<file path="config.mk">
export PLATFORM = sky130hd
export DESIGN_NAME = cpu_core
export DESIGN_NICKNAME = d
export VERILOG_FILES = /design/src/cpu_pkg.sv /design/src/cpu_alu.sv /design/src/cpu_pc.sv /design/src/cpu_decoder.sv /design/src/cpu_datapath.sv /design/src/cpu_core.sv
export VERILOG_INCLUDE_DIRS = /design/src
export SDC_FILE = /design/constraint.sdc
export NUM_CORES = 1
export LEC_CHECK = 0
export BUFFER_PORTS_ARGS = -buffer_cell sky130_fd_sc_hd__buf_2
export CAP_MARGIN = 20
export CORE_UTILIZATION = 50
export DETAILED_ROUTE_END_ITERATION = 12
export PLACE_DENSITY = 0.78
export SYNTH_ARGS = -nofsm -noshare
export SYNTH_HDL_FRONTEND = slang
export SYNTH_SLANG_ARGS = --single-unit
</file>
<file path="constraint.sdc">
create_clock -name i_clk -period 4.9 [get_ports i_clk]
set_input_delay 0.49 -clock i_clk [delete_from_list [all_inputs] [get_ports i_clk]]
set_output_delay 0.49 -clock i_clk [all_outputs]
set_load 0.01 [all_outputs]
</file>
<file path="src/cpu_config.svh">
`ifndef CPU_CONFIG_SVH
`define CPU_CONFIG_SVH

// Bus widths
`define CPU_DATA_W 8
`define CPU_ADDR_W 16

// First opcode fetch after reset, no vector fetch
`define CPU_RESET_PC 16'h0200

`endif

</file>
<file path="src/cpu_pkg.sv">
`include "cpu_config.svh"

package cpu_pkg;

    typedef logic [`CPU_DATA_W-1:0] byte_t;
    typedef logic [`CPU_ADDR_W-1:0] addr_t;

    // Cycle within the current instruction
    typedef enum logic [2:0] {
        T0,
        T1,
        T2,
        T3,
        HALT
    } tcu_t;

    // ALU_XFER hands operand A through, used by TAX
    typedef enum logic [2:0] {
        ALU_PASS,
        ALU_ADC,
        ALU_AND,
        ALU_ORA,
        ALU_EOR,
        ALU_INC,
        ALU_XFER
    } alu_op_t;

    typedef enum logic {
        ADDR_PC,
        ADDR_ABS
    } addr_src_t;

    typedef struct packed {
        logic n;
        logic v;
        logic z;
        logic c;
    } status_t;

    typedef struct packed {
        logic      rw;
        logic      sync;
        addr_src_t addr_src;
        logic      pc_inc;
        logic      pc_load;
        logic      lat_lo;
        logic      lat_hi;
        logic      src_x;
        logic      ld_ac;
        logic      ld_x;
        alu_op_t   alu_op;
        logic      set_nz;
        logic      set_cv;
        logic      clr_c;
        logic      set_c;
    } ctrl_t;

endpackage

</file>
<file path="src/cpu_alu.sv">
`timescale 1ns/1ns
`include "cpu_config.svh"

module cpu_alu (
    input  cpu_pkg::byte_t   i_a,
    input  cpu_pkg::byte_t   i_b,
    input  logic             i_carry,
    input  cpu_pkg::alu_op_t i_op,
    output cpu_pkg::byte_t   o_result,
    output logic             o_carry,
    output logic             o_overflow
);

    logic [`CPU_DATA_W:0] sum;

    // Binary add only, no decimal mode
    assign sum = {1'b0, i_a} + {1'b0, i_b} + {{`CPU_DATA_W{1'b0}}, i_carry};

    always_comb begin
        case (i_op)
            cpu_pkg::ALU_ADC:  o_result = sum[`CPU_DATA_W-1:0];
            cpu_pkg::ALU_AND:  o_result = i_a & i_b;
            cpu_pkg::ALU_ORA:  o_result = i_a | i_b;
            cpu_pkg::ALU_EOR:  o_result = i_a ^ i_b;
            cpu_pkg::ALU_INC:  o_result = i_b + 8'd1;
            cpu_pkg::ALU_XFER: o_result = i_a;
            default:           o_result = i_b;
        endcase
    end

    assign o_carry = sum[`CPU_DATA_W];

    // Same-sign operands giving a result of the other sign
    assign o_overflow = (i_a[`CPU_DATA_W-1] == i_b[`CPU_DATA_W-1]) &&
                        (sum[`CPU_DATA_W-1] != i_a[`CPU_DATA_W-1]);

endmodule

</file>
<file path="src/cpu_pc.sv">
`timescale 1ns/1ns
`include "cpu_config.svh"

module cpu_pc (
    input  logic           i_clk,
    input  logic           i_rst_n,
    input  cpu_pkg::ctrl_t i_ctrl,
    input  cpu_pkg::byte_t i_target_lo,
    input  cpu_pkg::byte_t i_data,
    output cpu_pkg::addr_t o_pc
);

    cpu_pkg::addr_t pc;

    // Jump load wins over increment
    always_ff @(posedge i_clk) begin
        if (!i_rst_n) begin
            pc <= `CPU_RESET_PC;
        end else if (i_ctrl.pc_load) begin
            pc <= {i_data, i_target_lo};
        end else if (i_ctrl.pc_inc) begin
            pc <= pc + 16'd1;
        end
    end

    assign o_pc = pc;

endmodule

</file>
<file path="src/cpu_decoder.sv">
`timescale 1ns/1ns

module cpu_decoder (
    input  logic           i_clk,
    input  logic           i_rst_n,
    input  cpu_pkg::byte_t i_data,
    output cpu_pkg::ctrl_t o_ctrl,
    output logic           o_sync,
    output logic           o_error
);

    // Supported opcodes, original 6502 encodings
    localparam cpu_pkg::byte_t OP_LDA_IMM = 8'hA9;
    localparam cpu_pkg::byte_t OP_LDX_IMM = 8'hA2;
    localparam cpu_pkg::byte_t OP_ADC_IMM = 8'h69;
    localparam cpu_pkg::byte_t OP_AND_IMM = 8'h29;
    localparam cpu_pkg::byte_t OP_ORA_IMM = 8'h09;
    localparam cpu_pkg::byte_t OP_EOR_IMM = 8'h49;
    localparam cpu_pkg::byte_t OP_STA_ABS = 8'h8D;
    localparam cpu_pkg::byte_t OP_JMP_ABS = 8'h4C;
    localparam cpu_pkg::byte_t OP_TAX     = 8'hAA;
    localparam cpu_pkg::byte_t OP_INX     = 8'hE8;
    localparam cpu_pkg::byte_t OP_CLC     = 8'h18;
    localparam cpu_pkg::byte_t OP_SEC     = 8'h38;

    cpu_pkg::tcu_t  state;
    cpu_pkg::tcu_t  state_nxt;
    cpu_pkg::byte_t ir;
    cpu_pkg::byte_t opcode;
    cpu_pkg::ctrl_t exec;
    logic           op_known;
    logic           op_long;
    logic           op_sta;

    // During T0 the opcode is still on the bus, IR not yet loaded
    assign opcode = (state == cpu_pkg::T0) ? i_data : ir;

    // T1 control word per opcode
    always_comb begin
        exec          = '0;
        exec.rw       = 1'b1;
        exec.addr_src = cpu_pkg::ADDR_PC;
        exec.alu_op   = cpu_pkg::ALU_PASS;
        op_known      = 1'b1;
        op_long       = 1'b0;
        op_sta        = 1'b0;
        case (opcode)
            OP_LDA_IMM, OP_AND_IMM, OP_ORA_IMM, OP_EOR_IMM, OP_ADC_IMM: begin
                exec.pc_inc = 1'b1;
                exec.ld_ac  = 1'b1;
                exec.set_nz = 1'b1;
                if (opcode == OP_AND_IMM) begin
                    exec.alu_op = cpu_pkg::ALU_AND;
                end else if (opcode == OP_ORA_IMM) begin
                    exec.alu_op = cpu_pkg::ALU_ORA;
                end else if (opcode == OP_EOR_IMM) begin
                    exec.alu_op = cpu_pkg::ALU_EOR;
                end else if (opcode == OP_ADC_IMM) begin
                    exec.alu_op = cpu_pkg::ALU_ADC;
                    exec.set_cv = 1'b1;
                end
            end
            OP_LDX_IMM: begin
                exec.pc_inc = 1'b1;
                exec.ld_x   = 1'b1;
                exec.set_nz = 1'b1;
            end
            OP_TAX: begin
                exec.alu_op = cpu_pkg::ALU_XFER;
                exec.ld_x   = 1'b1;
                exec.set_nz = 1'b1;
            end
            OP_INX: begin
                exec.src_x  = 1'b1;
                exec.alu_op = cpu_pkg::ALU_INC;
                exec.ld_x   = 1'b1;
                exec.set_nz = 1'b1;
            end
            OP_CLC: exec.clr_c = 1'b1;
            OP_SEC: exec.set_c = 1'b1;
            OP_STA_ABS, OP_JMP_ABS: begin
                // Low address byte follows the opcode
                exec.pc_inc = 1'b1;
                exec.lat_lo = 1'b1;
                op_long     = 1'b1;
                op_sta      = (opcode == OP_STA_ABS);
            end
            default: op_known = 1'b0;
        endcase
    end

    always_comb begin
        o_ctrl          = '0;
        o_ctrl.rw       = 1'b1;
        o_ctrl.addr_src = cpu_pkg::ADDR_PC;
        o_ctrl.alu_op   = cpu_pkg::ALU_PASS;
        state_nxt       = state;
        case (state)
            cpu_pkg::T0: begin
                o_ctrl.sync   = 1'b1;
                o_ctrl.pc_inc = 1'b1;
                state_nxt     = op_known ? cpu_pkg::T1 : cpu_pkg::HALT;
            end
            cpu_pkg::T1: begin
                o_ctrl    = exec;
                state_nxt = op_long ? cpu_pkg::T2 : cpu_pkg::T0;
            end
            cpu_pkg::T2: begin
                if (op_sta) begin
                    o_ctrl.pc_inc = 1'b1;
                    o_ctrl.lat_hi = 1'b1;
                    state_nxt     = cpu_pkg::T3;
                end else begin
                    // JMP takes its high byte straight off the bus
                    o_ctrl.pc_load = 1'b1;
                    state_nxt      = cpu_pkg::T0;
                end
            end
            cpu_pkg::T3: begin
                o_ctrl.rw       = 1'b0;
                o_ctrl.addr_src = cpu_pkg::ADDR_ABS;
                state_nxt       = cpu_pkg::T0;
            end
            default: state_nxt = cpu_pkg::HALT;
        endcase
    end

    always_ff @(posedge i_clk) begin
        if (!i_rst_n) begin
            state <= cpu_pkg::T0;
        end else begin
            state <= state_nxt;
        end
    end

    always_ff @(posedge i_clk) begin
        if (state == cpu_pkg::T0) begin
            ir <= i_data;
        end
    end

    assign o_sync  = o_ctrl.sync;
    assign o_error = (state == cpu_pkg::HALT);

endmodule

</file>
<file path="src/cpu_datapath.sv">
`timescale 1ns/1ns

module cpu_datapath (
    input  logic            i_clk,
    input  logic            i_rst_n,
    input  cpu_pkg::ctrl_t  i_ctrl,
    input  cpu_pkg::byte_t  i_data,
    input  cpu_pkg::addr_t  i_pc,
    output cpu_pkg::addr_t  o_address,
    output cpu_pkg::byte_t  o_data,
    output logic            o_rw,
    output cpu_pkg::byte_t  o_abs_lo,
    output cpu_pkg::status_t o_flags,
    output cpu_pkg::byte_t  o_ac,
    output cpu_pkg::byte_t  o_x
);

    cpu_pkg::byte_t   ac;
    cpu_pkg::byte_t   x;
    cpu_pkg::status_t flags;
    cpu_pkg::byte_t   abs_lo;
    cpu_pkg::byte_t   abs_hi;
    cpu_pkg::byte_t   alu_b;
    cpu_pkg::byte_t   alu_res;
    logic             alu_carry;
    logic             alu_ovf;

    // Operand B is the bus byte unless X is asked for
    assign alu_b = i_ctrl.src_x ? x : i_data;

    cpu_alu u_cpu_alu (
        .i_a        (ac),
        .i_b        (alu_b),
        .i_carry    (flags.c),
        .i_op       (i_ctrl.alu_op),
        .o_result   (alu_res),
        .o_carry    (alu_carry),
        .o_overflow (alu_ovf)
    );

    always_ff @(posedge i_clk) begin
        if (!i_rst_n) begin
            ac    <= '0;
            x     <= '0;
            flags <= '0;
        end else begin
            if (i_ctrl.ld_ac) begin
                ac <= alu_res;
            end
            if (i_ctrl.ld_x) begin
                x <= alu_res;
            end
            if (i_ctrl.set_nz) begin
                flags.n <= alu_res[7];
                flags.z <= (alu_res == 8'd0);
            end
            if (i_ctrl.set_cv) begin
                flags.c <= alu_carry;
                flags.v <= alu_ovf;
            end
            if (i_ctrl.clr_c) begin
                flags.c <= 1'b0;
            end
            if (i_ctrl.set_c) begin
                flags.c <= 1'b1;
            end
        end
    end

    // Absolute operand bytes, low first
    always_ff @(posedge i_clk) begin
        if (i_ctrl.lat_lo) begin
            abs_lo <= i_data;
        end
        if (i_ctrl.lat_hi) begin
            abs_hi <= i_data;
        end
    end

    assign o_address = (i_ctrl.addr_src == cpu_pkg::ADDR_ABS) ? {abs_hi, abs_lo} : i_pc;
    assign o_data    = ac;
    assign o_rw      = i_ctrl.rw;
    assign o_abs_lo  = abs_lo;
    assign o_flags   = flags;
    assign o_ac      = ac;
    assign o_x       = x;

endmodule

</file>
<file path="src/cpu_core.sv">
`timescale 1ns/1ns

module cpu_core (
    input  logic           i_clk,
    input  logic           i_rst_n,
    input  cpu_pkg::byte_t i_data,
    output logic           o_rw,
    output cpu_pkg::addr_t o_address,
    output cpu_pkg::byte_t o_data,
    output logic           o_sync,
    output logic           o_error,
    output cpu_pkg::byte_t o_debug_ac,
    output cpu_pkg::byte_t o_debug_x,
    output cpu_pkg::byte_t o_debug_p,
    output cpu_pkg::addr_t o_debug_pc
);

    cpu_pkg::ctrl_t   ctrl;
    cpu_pkg::status_t flags;
    cpu_pkg::addr_t   pc;
    cpu_pkg::byte_t   abs_lo;

    cpu_decoder u_cpu_decoder (
        .i_clk   (i_clk),
        .i_rst_n (i_rst_n),
        .i_data  (i_data),
        .o_ctrl  (ctrl),
        .o_sync  (o_sync),
        .o_error (o_error)
    );

    cpu_pc u_cpu_pc (
        .i_clk       (i_clk),
        .i_rst_n     (i_rst_n),
        .i_ctrl      (ctrl),
        .i_target_lo (abs_lo),
        .i_data      (i_data),
        .o_pc        (pc)
    );

    cpu_datapath u_cpu_datapath (
        .i_clk     (i_clk),
        .i_rst_n   (i_rst_n),
        .i_ctrl    (ctrl),
        .i_data    (i_data),
        .i_pc      (pc),
        .o_address (o_address),
        .o_data    (o_data),
        .o_rw      (o_rw),
        .o_abs_lo  (abs_lo),
        .o_flags   (flags),
        .o_ac      (o_debug_ac),
        .o_x       (o_debug_x)
    );

    // NV----ZC, unused bits read zero
    assign o_debug_p  = {flags.n, flags.v, 4'b0000, flags.z, flags.c};
    assign o_debug_pc = pc;

endmodule

</file>
# --- Word level (Yosys, flattened, before mapping) ---
# Index checks and enable logic that the tools add are counted.
totals:
  wordCells: 96
  reg_bits: 63
classes:
  reduce_logical: 11
  muxes: 43
  n_eq_ne: 24
  n_addsub: 4
  n_bitwise: 3
ops:
  columns: ["op", "count"]
  rows:
  - ["two-way mux 16 bit", 3]
  - ["case mux 8 bit (6 select lines)", 1]
  - ["== test 8 bit, second input constant", 5]
  - ["two-way mux 1 bit", 27]
  - ["== test 8 x 7 -> 1 bit, second input constant", 3]
  - ["adder 16 x 1 -> 16 bit, second input constant", 1]
  - ["== test 8 x 6 -> 1 bit, second input constant", 2]
  - ["two-way mux 8 bit", 2]
  - ["OR reduction 8 bit", 2]
  - ["== test 3 x 2 -> 1 bit, second input constant", 4]
  - ["== test 3 bit, second input constant", 4]
  - ["two-way mux 3 bit", 4]
  - ["case mux 3 bit (4 select lines)", 1]
  - ["OR reduction 12 bit", 1]
  - ["two-way mux 10 bit", 1]
  - ["adder 8 x 8 -> 9 bit", 1]
  - ["adder 9 x 1 -> 9 bit", 1]
  - ["case mux 3 bit (3 select lines)", 1]
  - ["adder 8 x 1 -> 8 bit, second input constant", 1]
  - ["bitwise AND 8 bit", 1]
  - ["== test 8 x 4 -> 1 bit, second input constant", 1]
  - ["== test 8 x 5 -> 1 bit, second input constant", 1]
  - ["logical NOT 8 bit", 1]
  - ["OR 8 bit", 1]
  - ["13 further kinds", 15]

# --- Depth between registers and ports, before layout ---
# Gate-level depths: netlist of run 1.
depth:
  depth_word: 15
  ltp_mapped: 21
  mapped_depth_nobuf: 18

# --- Hierarchy ---
# From an unflattened synthesis of run 1, not the netlist that was laid out.
unflattened:
  cells_unflattened: 541
  hier_area_um2: 4774.6
by_module_without_submodules:
  columns: ["mod", "seq_area_each_um2", "cells_per_inst", "n_inst", "area_per_inst_um2"]
  rows:
  - ["cpu_datapath", 880.8, 120, 1, 1615.3]
  - ["cpu_alu", 0.0, 165, 1, 1109.8]
  - ["cpu_decoder", 220.2, 147, 1, 1073.5]
  - ["cpu_pc", 320.3, 104, 1, 942.2]
  - ["cpu_core", 0.0, 5, 1, 33.8]

# --- Worst setup path before layout of run 1 ---
# No wires, ideal clock.
synth_path:
  path_type: "reg2reg"
  from: "reg u_cpu_decoder.ir[0]"
  to: "reg, netlist name u_cpu_datapath.o_flags[1]"
  stages_incl_launch_ff: 21
  setup_ns: 0.069
  arrival_time_ns: 3.745
  synth_period_minus_slack_ns: 3.814
  path_buffers: 2
  required_time_ns: 4.831
  slack_ns: 1.086
  path_cell_list: "dfxtp_1 > buf_2 > and4bb_2 > nand4_2 > or2_2 > clkbuf_1 > nand2_1 > nand2_1 > inv_1 > fa_1 > inv_1 > fa_1 > a21o_1 > a21o_1 > a21o_1 > a21oi_1 > xnor2_1 > o21ai_0 > o22a_1 > nand4b_1 > o21ai_1"
synth_via:
  elab_chain_cells: 11
  word_cells_on_any_way: 34
  classes_between: "add/sub: 3; eq/ne: 14; mux: 11; bitwise: 3; reduce/logical: 3"
synth_rtl:
  columns: ["element", "line", "source"]
  rows:
  - ["start: declaration", "cpu_decoder.sv:28", "cpu_pkg::byte_t ir;"]
  - ["start signal: assignment", "cpu_decoder.sv:138", "ir <= i_data;"]
  - ["two-way mux 8 bit (*)", "cpu_decoder.sv:36", "assign opcode = (state == cpu_pkg::T0) ? i_data : ir;"]
  - ["== test 8 x 7 -> 1 bit", "cpu_decoder.sv:47, cpu_decoder.sv:58", null]
  - ["two-way mux 1 bit", "cpu_decoder.sv:58", "end else if (opcode == OP_ADC_IMM) begin"]
  - ["two-way mux 3 bit", "cpu_decoder.sv:56", "end else if (opcode == OP_EOR_IMM) begin"]
  - ["two-way mux 3 bit", "cpu_decoder.sv:54", "end else if (opcode == OP_ORA_IMM) begin"]
  - ["two-way mux 3 bit", "cpu_decoder.sv:52", "if (opcode == OP_AND_IMM) begin"]
  - ["case mux 3 bit (3 select lines)", "cpu_decoder.sv:47", "case (opcode)"]
  - ["two-way mux 10 bit (*)", "cpu_decoder.sv:98", "case (state)"]
  - ["branches (longest 3 deep; another with adder 8 x 8 -> 9 bit)", null, null]
# Every way passes the cells marked *.
# A chain may end at the register's enable or synchronous reset.

# --- Final worst setup path of run 1 ---
layout_path:
  from: "reg u_cpu_decoder.ir[7]"
  to: "reg, netlist name u_cpu_datapath.o_flags[3]"
layout_via:
  elab_chain_cells: 10
  word_cells_on_any_way: 33
  classes_between: "add/sub: 3; eq/ne: 14; mux: 11; bitwise: 3; reduce/logical: 2"
layout_rtl:
  columns: ["element", "line"]
  rows:
  - ["two-way mux 8 bit (*)", "cpu_decoder.sv:36"]
  - ["== test 8 x 7 -> 1 bit", "cpu_decoder.sv:47, cpu_decoder.sv:58"]
  - ["two-way mux 1 bit", "cpu_decoder.sv:58"]
  - ["two-way mux 3 bit", "cpu_decoder.sv:56"]
  - ["two-way mux 3 bit", "cpu_decoder.sv:54"]
  - ["two-way mux 3 bit", "cpu_decoder.sv:52"]
  - ["case mux 3 bit (3 select lines)", "cpu_decoder.sv:47"]
  - ["two-way mux 10 bit (*)", "cpu_decoder.sv:98"]
  - ["branches (longest 2 deep; another with adder 8 x 8 -> 9 bit)", null]
# Marked as above.

==> results.sh, run 1 <==
export IMPL_yosys_warnings=0
export IMPL_clock_skew_ns=0.01157
export IMPL_cp_top_family="simple AND/OR/NAND/NOR gates"
export IMPL_via_per_inst=5.947
export IMPL_powerDensity_nw_per_um2=263.1
export IMPL_grtUsageTotal_pct=25.16
export IMPL_grt_max_degree=41
export IMPL_netlist_area_um2=4619
export IMPL_async_flop_share_pct=0
export IMPL_worstHoldPathType="input pin to flop"
export IMPL_period_share_pct=86.61
export IMPL_switching_share_pct=32.71
export IMPL_crit_chain="and4bb_2 -> nand4_2 -> nor2_1 -> nand2_1 -> nand2_1 -> inv_1 -> fa_1 -> nand2b_1 -> a21oi_1 -> a21o_1 -> a21oi_1 -> o21ai_0 -> nor3b_1 -> a21oi_1 -> a31oi_2 -> mux2i_1 -> nor2b_1"
export IMPL_cp_common_cell="a21oi_1"
export IMPL_final_cell_mix="nand2_1, buf_2, dfxtp_1, a21oi_1, nor2_1"
export IMPL_port_buffers=72
export IMPL_gp_congestion=0.9352
export IMPL_violations="design-rule violations"
export IMPL_grt_pass1_wl_um=19260
export IMPL_clock_latency_ns=0.35
export IMPL_dieHeight_um=98.12
export IMPL_grt_pass1_vias=3842
export IMPL_cp_required_ns=5.19
export IMPL_cp_slowest_cell="dfxtp_1"
export IMPL_slew_headroom_pct=29.88
export IMPL_finalInstanceArea_um2=5095
export IMPL_drtIter0Drc=351
export IMPL_ios=77
export IMPL_rows=34
export IMPL_p_comb_share_pct=19.5
export IMPL_setup_violations_final=0
export IMPL_cts_buffers=9
export IMPL_core_um2=8848
export IMPL_htree_levels=3
export IMPL_root_buffer="clkbuf_8"
export IMPL_drive_above_1_share_pct=22.49
export IMPL_timing_final_crit_period_ns=4.244
export IMPL_arrival_ns=4.54
export IMPL_peakVddDrop_v=0.0001225
export IMPL_cts_sinks=63
export IMPL_fp_dieW_um=98.12
export IMPL_wl_um=11780
export IMPL_drt_wirelength_per_cell_um=16.94
export IMPL_cts_path_max_buffers=2
export IMPL_drtAntennaViolNets=0
export IMPL_syn_area_per_cell_um2=8.634
export IMPL_finalMaxSlewViolations=0
export IMPL_die_area_um2=9628
export IMPL_status="complete, but fails checks"
export IMPL_cts_tree="done"
export IMPL_ctsResizeCount=0
export IMPL_drc=7
export IMPL_antennaDiodeCount=0
export IMPL_end_kind="flop"
export IMPL_grt_overflow_total=0
export IMPL_clockPowerShare_pct=34.4
export IMPL_dpl_cell_area_um2=4897
export IMPL_start_util_pct=52.21
export IMPL_synth_cell_types=79
export IMPL_final_common_cell="nand2_1"
export IMPL_dr_pass1_iters=10
export IMPL_path_max_fanout=11
export IMPL_drv_cap=0
export IMPL_finalSetupTns_ns=0
export IMPL_synth_ff_type="dfxtp_1"
export IMPL_dp_hpwl_um=8358
export IMPL_p_sw_mw=0.4384
export IMPL_tightest_slew_ns=1.049
export IMPL_ctsHoldBuffers=0
export IMPL_fin_nets=612
export IMPL_synth_edff_count=16
export IMPL_antenna_found_initial=0
export IMPL_ys_seq_area_share_pct=30.77
export IMPL_fmax_ghz=0.2356
export IMPL_seq_power_share_pct=46.0
export IMPL_ys_ff_latch=63
export IMPL_internal_power_mw=0.9019
export IMPL_clk_pin_slew_ns=0.08
export IMPL_cpPeakStageDelay_ns=0.55
export IMPL_grt_setup_unrepaired="false"
export IMPL_cp_start_kind="flop"
export IMPL_crit_type="flop to flop"
export IMPL_synthCells=535
export IMPL_p_leak_nw=2.227
export IMPL_vias=4133
export IMPL_area_growth_pct=10.29
export IMPL_crit_buf_inv=1
export IMPL_hold_viol=0
export IMPL_postCtsSetupBuffers=0
==> worst register-to-register path: stages (launching register included) <==
cell	delay (ns)
dfxtp_1	0.55
and4bb_2	0.31
nand4_2	0.19
nor2_1	0.56
nand2_1	0.11
nand2_1	0.15
inv_1	0.11
fa_1	0.40
nand2b_1	0.16
a21oi_1	0.22
a21o_1	0.17
a21oi_1	0.11
o21ai_0	0.34
nor3b_1	0.22
a21oi_1	0.07
a31oi_2	0.29
mux2i_1	0.12
nor2b_1	0.11
==> final timing paths <==
kind	start	end	slack (ns)	depth (start not counted)
max	u_cpu_decoder.ir[7]$_DFF_P_	u_cpu_datapath.o_flags[3]$_SDFFE_PN0P_	0.66	17
min	i_data[3]	u_cpu_datapath.abs_hi[3]$_DFFE_PP_	0.42	1
max reg2reg	u_cpu_decoder.ir[7]$_DFF_P_	u_cpu_datapath.o_flags[3]$_SDFFE_PN0P_	0.66	17
min reg2reg	u_cpu_datapath.o_flags[1]$_SDFFE_PN0P_	u_cpu_datapath.o_flags[1]$_SDFFE_PN0P_	0.49	2
==> stage by stage <==
stage          hold WS, ns  utilization (%)  worst slack [ns]  total power [mW]  std cells
2_1_floorplan       0.4550                -             1.086            0.8249        538
3_5_place_dp        0.4707            55.35            0.7550            0.8843        679
5_1_grt             0.4138            57.58            0.2396             1.407        695
4_1_cts             0.4114            57.58            0.7160             1.347        695
3_3_place_gp        0.4631            55.35            0.9164            0.8766        679
6_report            0.4215            57.58            0.6560             1.340        695
==> layout make-up <==
cell class | instances | area (µm²)
Clock buffer | 9 | 123.9
Clock inverter | 7 | 73.82
Multi-Input combinational cell | 408 | 2859
Tap cell | 108 | 135.1
Fill cell | 773 | 3754
Inverter | 27 | 113.9
Timing Repair Buffer | 73 | 367.9
Sequential cell | 63 | 1421
==> registers in the layout (all words and copies together), names as in the netlist <==
register                 cells
u_cpu_decoder.state          3
u_cpu_datapath.o_abs_lo      8
u_cpu_pc.o_pc               16
u_cpu_datapath.o_ac          8
u_cpu_datapath.o_x           8
u_cpu_datapath.abs_hi        8
u_cpu_datapath.o_flags       4
u_cpu_decoder.ir             8
==> cells in the mapped netlist, types with 3 or more instances <==
cell type / n / share of area, %
mux2i_1: 22 / 4.8
nand3_1: 18 / 2.0
o21ai_0: 22 / 2.4
nor4b_1: 7 / 1.3
inv_1: 25 / 2.0
and3_1: 6 / 0.81
clkbuf_1: 16 / 1.3
a21o_1: 5 / 0.81
ha_1: 18 / 4.9
buf_4: 13 / 2.1
a21boi_0: 3 / 0.49
nor2b_1: 17 / 2.3
or2_2: 3 / 0.41
buf_2: 6 / 0.65
a31oi_1: 3 / 0.41
dfxtp_1: 47 / 20
nand2b_1: 4 / 0.54
a21oi_1: 34 / 3.7
xnor2_1: 17 / 3.2
edfxtp_1: 16 / 10
nor2_1: 26 / 2.1
nor3_1: 5 / 0.54
o221ai_1: 4 / 0.76
nand4_1: 6 / 0.81
xor2_1: 11 / 2.1
o211a_1: 5 / 1.1
o21ai_1: 3 / 0.32
nor3b_1: 5 / 0.81
mux2_2: 20 / 4.9
o211ai_1: 3 / 0.49
and2_1: 8 / 1.1
a222oi_1: 3 / 0.65
nand2_1: 78 / 6.3
buf_6: 4 / 0.98
o22a_1: 3 / 0.57
==> layer usage <==
layer	vias up	routed length [µm]	track usage, %
met5	-	0	0
met4	0	384	11.54
met1	1932	5185	33.48
met2	189	5352	39.76
met3	33	851	4.438
li1	1979	-	-
==> cells by family after synthesis <==
family / count (synthesis) / share of synthesized area (%)
compound gates: 116 / 18.09
xor+xnor: 28 / 5.309
fa+ha+maj: 20 / 5.742
buf+inv: 67 / 7.584
flops: 63 / 30.77
mux: 42 / 9.643
other cells: 1 / 0.08118
simple gates: 198 / 22.78
==> power by group through the flow <==
stage                     clock network, mW  logic (mW)  registers [mW]
after global routing                  0.495       0.289           0.624
after detailed placement                  0       0.258           0.626
final                                 0.462       0.262           0.617
after floorplan                           0       0.227           0.597
after global placement                    0       0.253           0.623
after CTS                             0.472       0.260           0.615
Note: power is estimated with default switching activity, not from simulation.
==> inputs of run 2 (changes only) <==
--- a/config.mk
+++ b/config.mk
@@ -10,6 +10,7 @@
 export CAP_MARGIN = 20
 export CORE_UTILIZATION = 50
 export DETAILED_ROUTE_END_ITERATION = 12
+export MAX_ROUTING_LAYER = met4
 export PLACE_DENSITY = 0.78
 export SYNTH_ARGS = -nofsm -noshare
 export SYNTH_HDL_FRONTEND = slang
==> results.sh, run 2 (same netlist as run 1, synthesis figures left out) <==
export IMPL_rows=34
export IMPL_drv_cap=0
export IMPL_antennaDiodeCount=0
export IMPL_drc=6
export IMPL_cp_required_ns=5.19
export IMPL_finalPower_mw=1.309
export IMPL_cp_start_kind="flop"
export IMPL_antenna_found_initial=0
export IMPL_clk_pin_slew_ns=0.09
export IMPL_fillers=776
export IMPL_final_cell_mix="nand2_1, buf_2, dfxtp_1, a21oi_1, nor2_1"
export IMPL_finalSetupTns_ns=0
export IMPL_end_kind="flop"
export IMPL_grt_overflow_total=0
export IMPL_grtUsageTotal_pct=25.83
export IMPL_cp_slowest_cell="nor2_1"
export IMPL_crit_type="flop to flop"
export IMPL_cts_tree="done"
export IMPL_crit_buf_inv=1
export IMPL_cp_top_family="simple AND/OR/NAND/NOR gates"
export IMPL_dp_cells=679
export IMPL_setup_violations_final=0
export IMPL_crit_chain="and4bb_2 -> nand4_2 -> nor2_1 -> nand2_1 -> nand2_1 -> inv_1 -> fa_1 -> nand2b_1 -> a21oi_1 -> a21o_1 -> a21oi_1 -> o21ai_0 -> nor3b_1 -> a21oi_1 -> a31oi_2 -> mux2i_1 -> nor2b_1"
export IMPL_root_buffer="clkbuf_8"
export IMPL_timing_final_crit_period_ns=4.261
export IMPL_port_buffers=72
export IMPL_finalMaxSlewViolations=0
export IMPL_worst_slack_ns=0.6389
export IMPL_pre_cts_ws_ns=0.6983
export IMPL_cpPeakStageDelay_ns=0.58
export IMPL_drt_wirelength_per_cell_um=17.15
export IMPL_p_leak_nw=2.224
export IMPL_dpl_cell_area_um2=4897
export IMPL_peakVddDrop_v=0.0001440
export IMPL_final_common_cell="nand2_1"
export IMPL_via_per_inst=5.964
export IMPL_fmax_ghz=0.2347
export IMPL_core_um2=8848
export IMPL_cts_buffers=9
export IMPL_drtIter0Drc=318
export IMPL_slew_headroom_pct=31.24
export IMPL_htree_levels=3
export IMPL_worstHoldPathType="input pin to flop"
export IMPL_dr_pass1_iters=11
export IMPL_path_max_fanout=11
export IMPL_largest_register_ffs=16
export IMPL_grt_setup_unrepaired="false"
export IMPL_fp_dieW_um=98.12
export IMPL_start_util_pct=52.21
export IMPL_grt_pass1_wl_um=19240
export IMPL_clock_skew_ns=0.01216
export IMPL_ctsHoldBuffers=0
export IMPL_vias=4145
export IMPL_clock_latency_ns=0.36
export IMPL_wl_um=11920
export IMPL_cts_sinks=63
export IMPL_gp_congestion=0.9709
export IMPL_area_growth_pct=9.886
export IMPL_drive_above_1_share_pct=22.66
export IMPL_finalInstanceArea_um2=5076
export IMPL_violations="design-rule violations"
export IMPL_utilization_pct=57.37
export IMPL_cp_common_cell="a21oi_1"
export IMPL_whs_ns=0.4050
export IMPL_powerDensity_nw_per_um2=257.8
export IMPL_grt_pass1_vias=3851
export IMPL_fin_nets=612
export IMPL_drtAntennaViolNets=0
export IMPL_cts_path_max_buffers=2
export IMPL_tightest_slew_ns=1.029
export IMPL_die_area_um2=9628
export IMPL_status="complete, but fails checks"
export IMPL_dp_hpwl_um=8445
export IMPL_ctsResizeCount=0
export IMPL_period_share_pct=86.96
export IMPL_arrival_ns=4.56
export IMPL_stdcell_count=695
export IMPL_postCtsSetupBuffers=0
export IMPL_grt_max_degree=41
export IMPL_hold_viol=0
export IMPL_dieHeight_um=98.12
export IMPL_ios=77
==> run 2: final cells by class <==
cell class | instances | area, µm² | share of cell area, %
inverters | 27 | 113.9 | 2.243
repair buffers | 73 | 367.9 | 7.247
well taps | 108 | 135.1 | 2.662
clock inverters | 7 | 55.05 | 1.085
clock buffers | 9 | 123.9 | 2.440
multi-input cells | 408 | 2859 | 56.32
flip-flops and latches | 63 | 1421 | 28.00
==> run 2: power by group <==
| part | leakage [nW] | switching (mW) | internal, mW | total, mW |
|---|---|---|---|---|
| combinational | 1.61 | 0.158 | 0.106 | 0.264 |
| sequential | 0.526 | 0.0542 | 0.561 | 0.615 |
| clock | 0.0866 | 0.241 | 0.188 | 0.429 |
| total | 2.22 | 0.453 | 0.856 | 1.31 |
==> run 2: path summary, 6_finish.rpt <==
kind / startpoint / end / slack [ns] / cells past startpoint
worst max-delay path: u_cpu_decoder.ir[7]$_DFF_P_ / u_cpu_datapath.o_ac[7]$_SDFFE_PN0P_ / 0.64 / 17
worst min-delay path: i_data[3] / u_cpu_datapath.abs_hi[3]$_DFFE_PP_ / 0.40 / 1
worst max register to register: u_cpu_decoder.ir[7]$_DFF_P_ / u_cpu_datapath.o_ac[7]$_SDFFE_PN0P_ / 0.64 / 17
worst min register to register: u_cpu_datapath.o_flags[1]$_SDFFE_PN0P_ / u_cpu_datapath.o_flags[1]$_SDFFE_PN0P_ / 0.49 / 2
==> run 2: worst reg2reg max path, cell delays in order, from the launching register on <==
cell and delay (ns):
dfxtp_1 0.54, and4bb_2 0.30, nand4_2 0.19, nor2_1 0.58
nand2_1 0.12, nand2_1 0.14, inv_1 0.11, fa_1 0.38
nand2b_1 0.16, a21oi_1 0.22, a21o_1 0.16, a21oi_1 0.10
o21ai_0 0.35, nor3b_1 0.23, a21oi_1 0.08, a31oi_2 0.29
mux2i_1 0.12, nor2b_1 0.13
==> run 2: per-layer routing <==
metal | up-vias | global-route usage [%] | wire length (µm)
met5 | - | - | 0
li1 | 1977 | - | -
met4 | 0 | 11.77 | 245
met2 | 192 | 40.09 | 5486
met3 | 25 | 4.223 | 760
met1 | 1951 | 32.96 | 5429
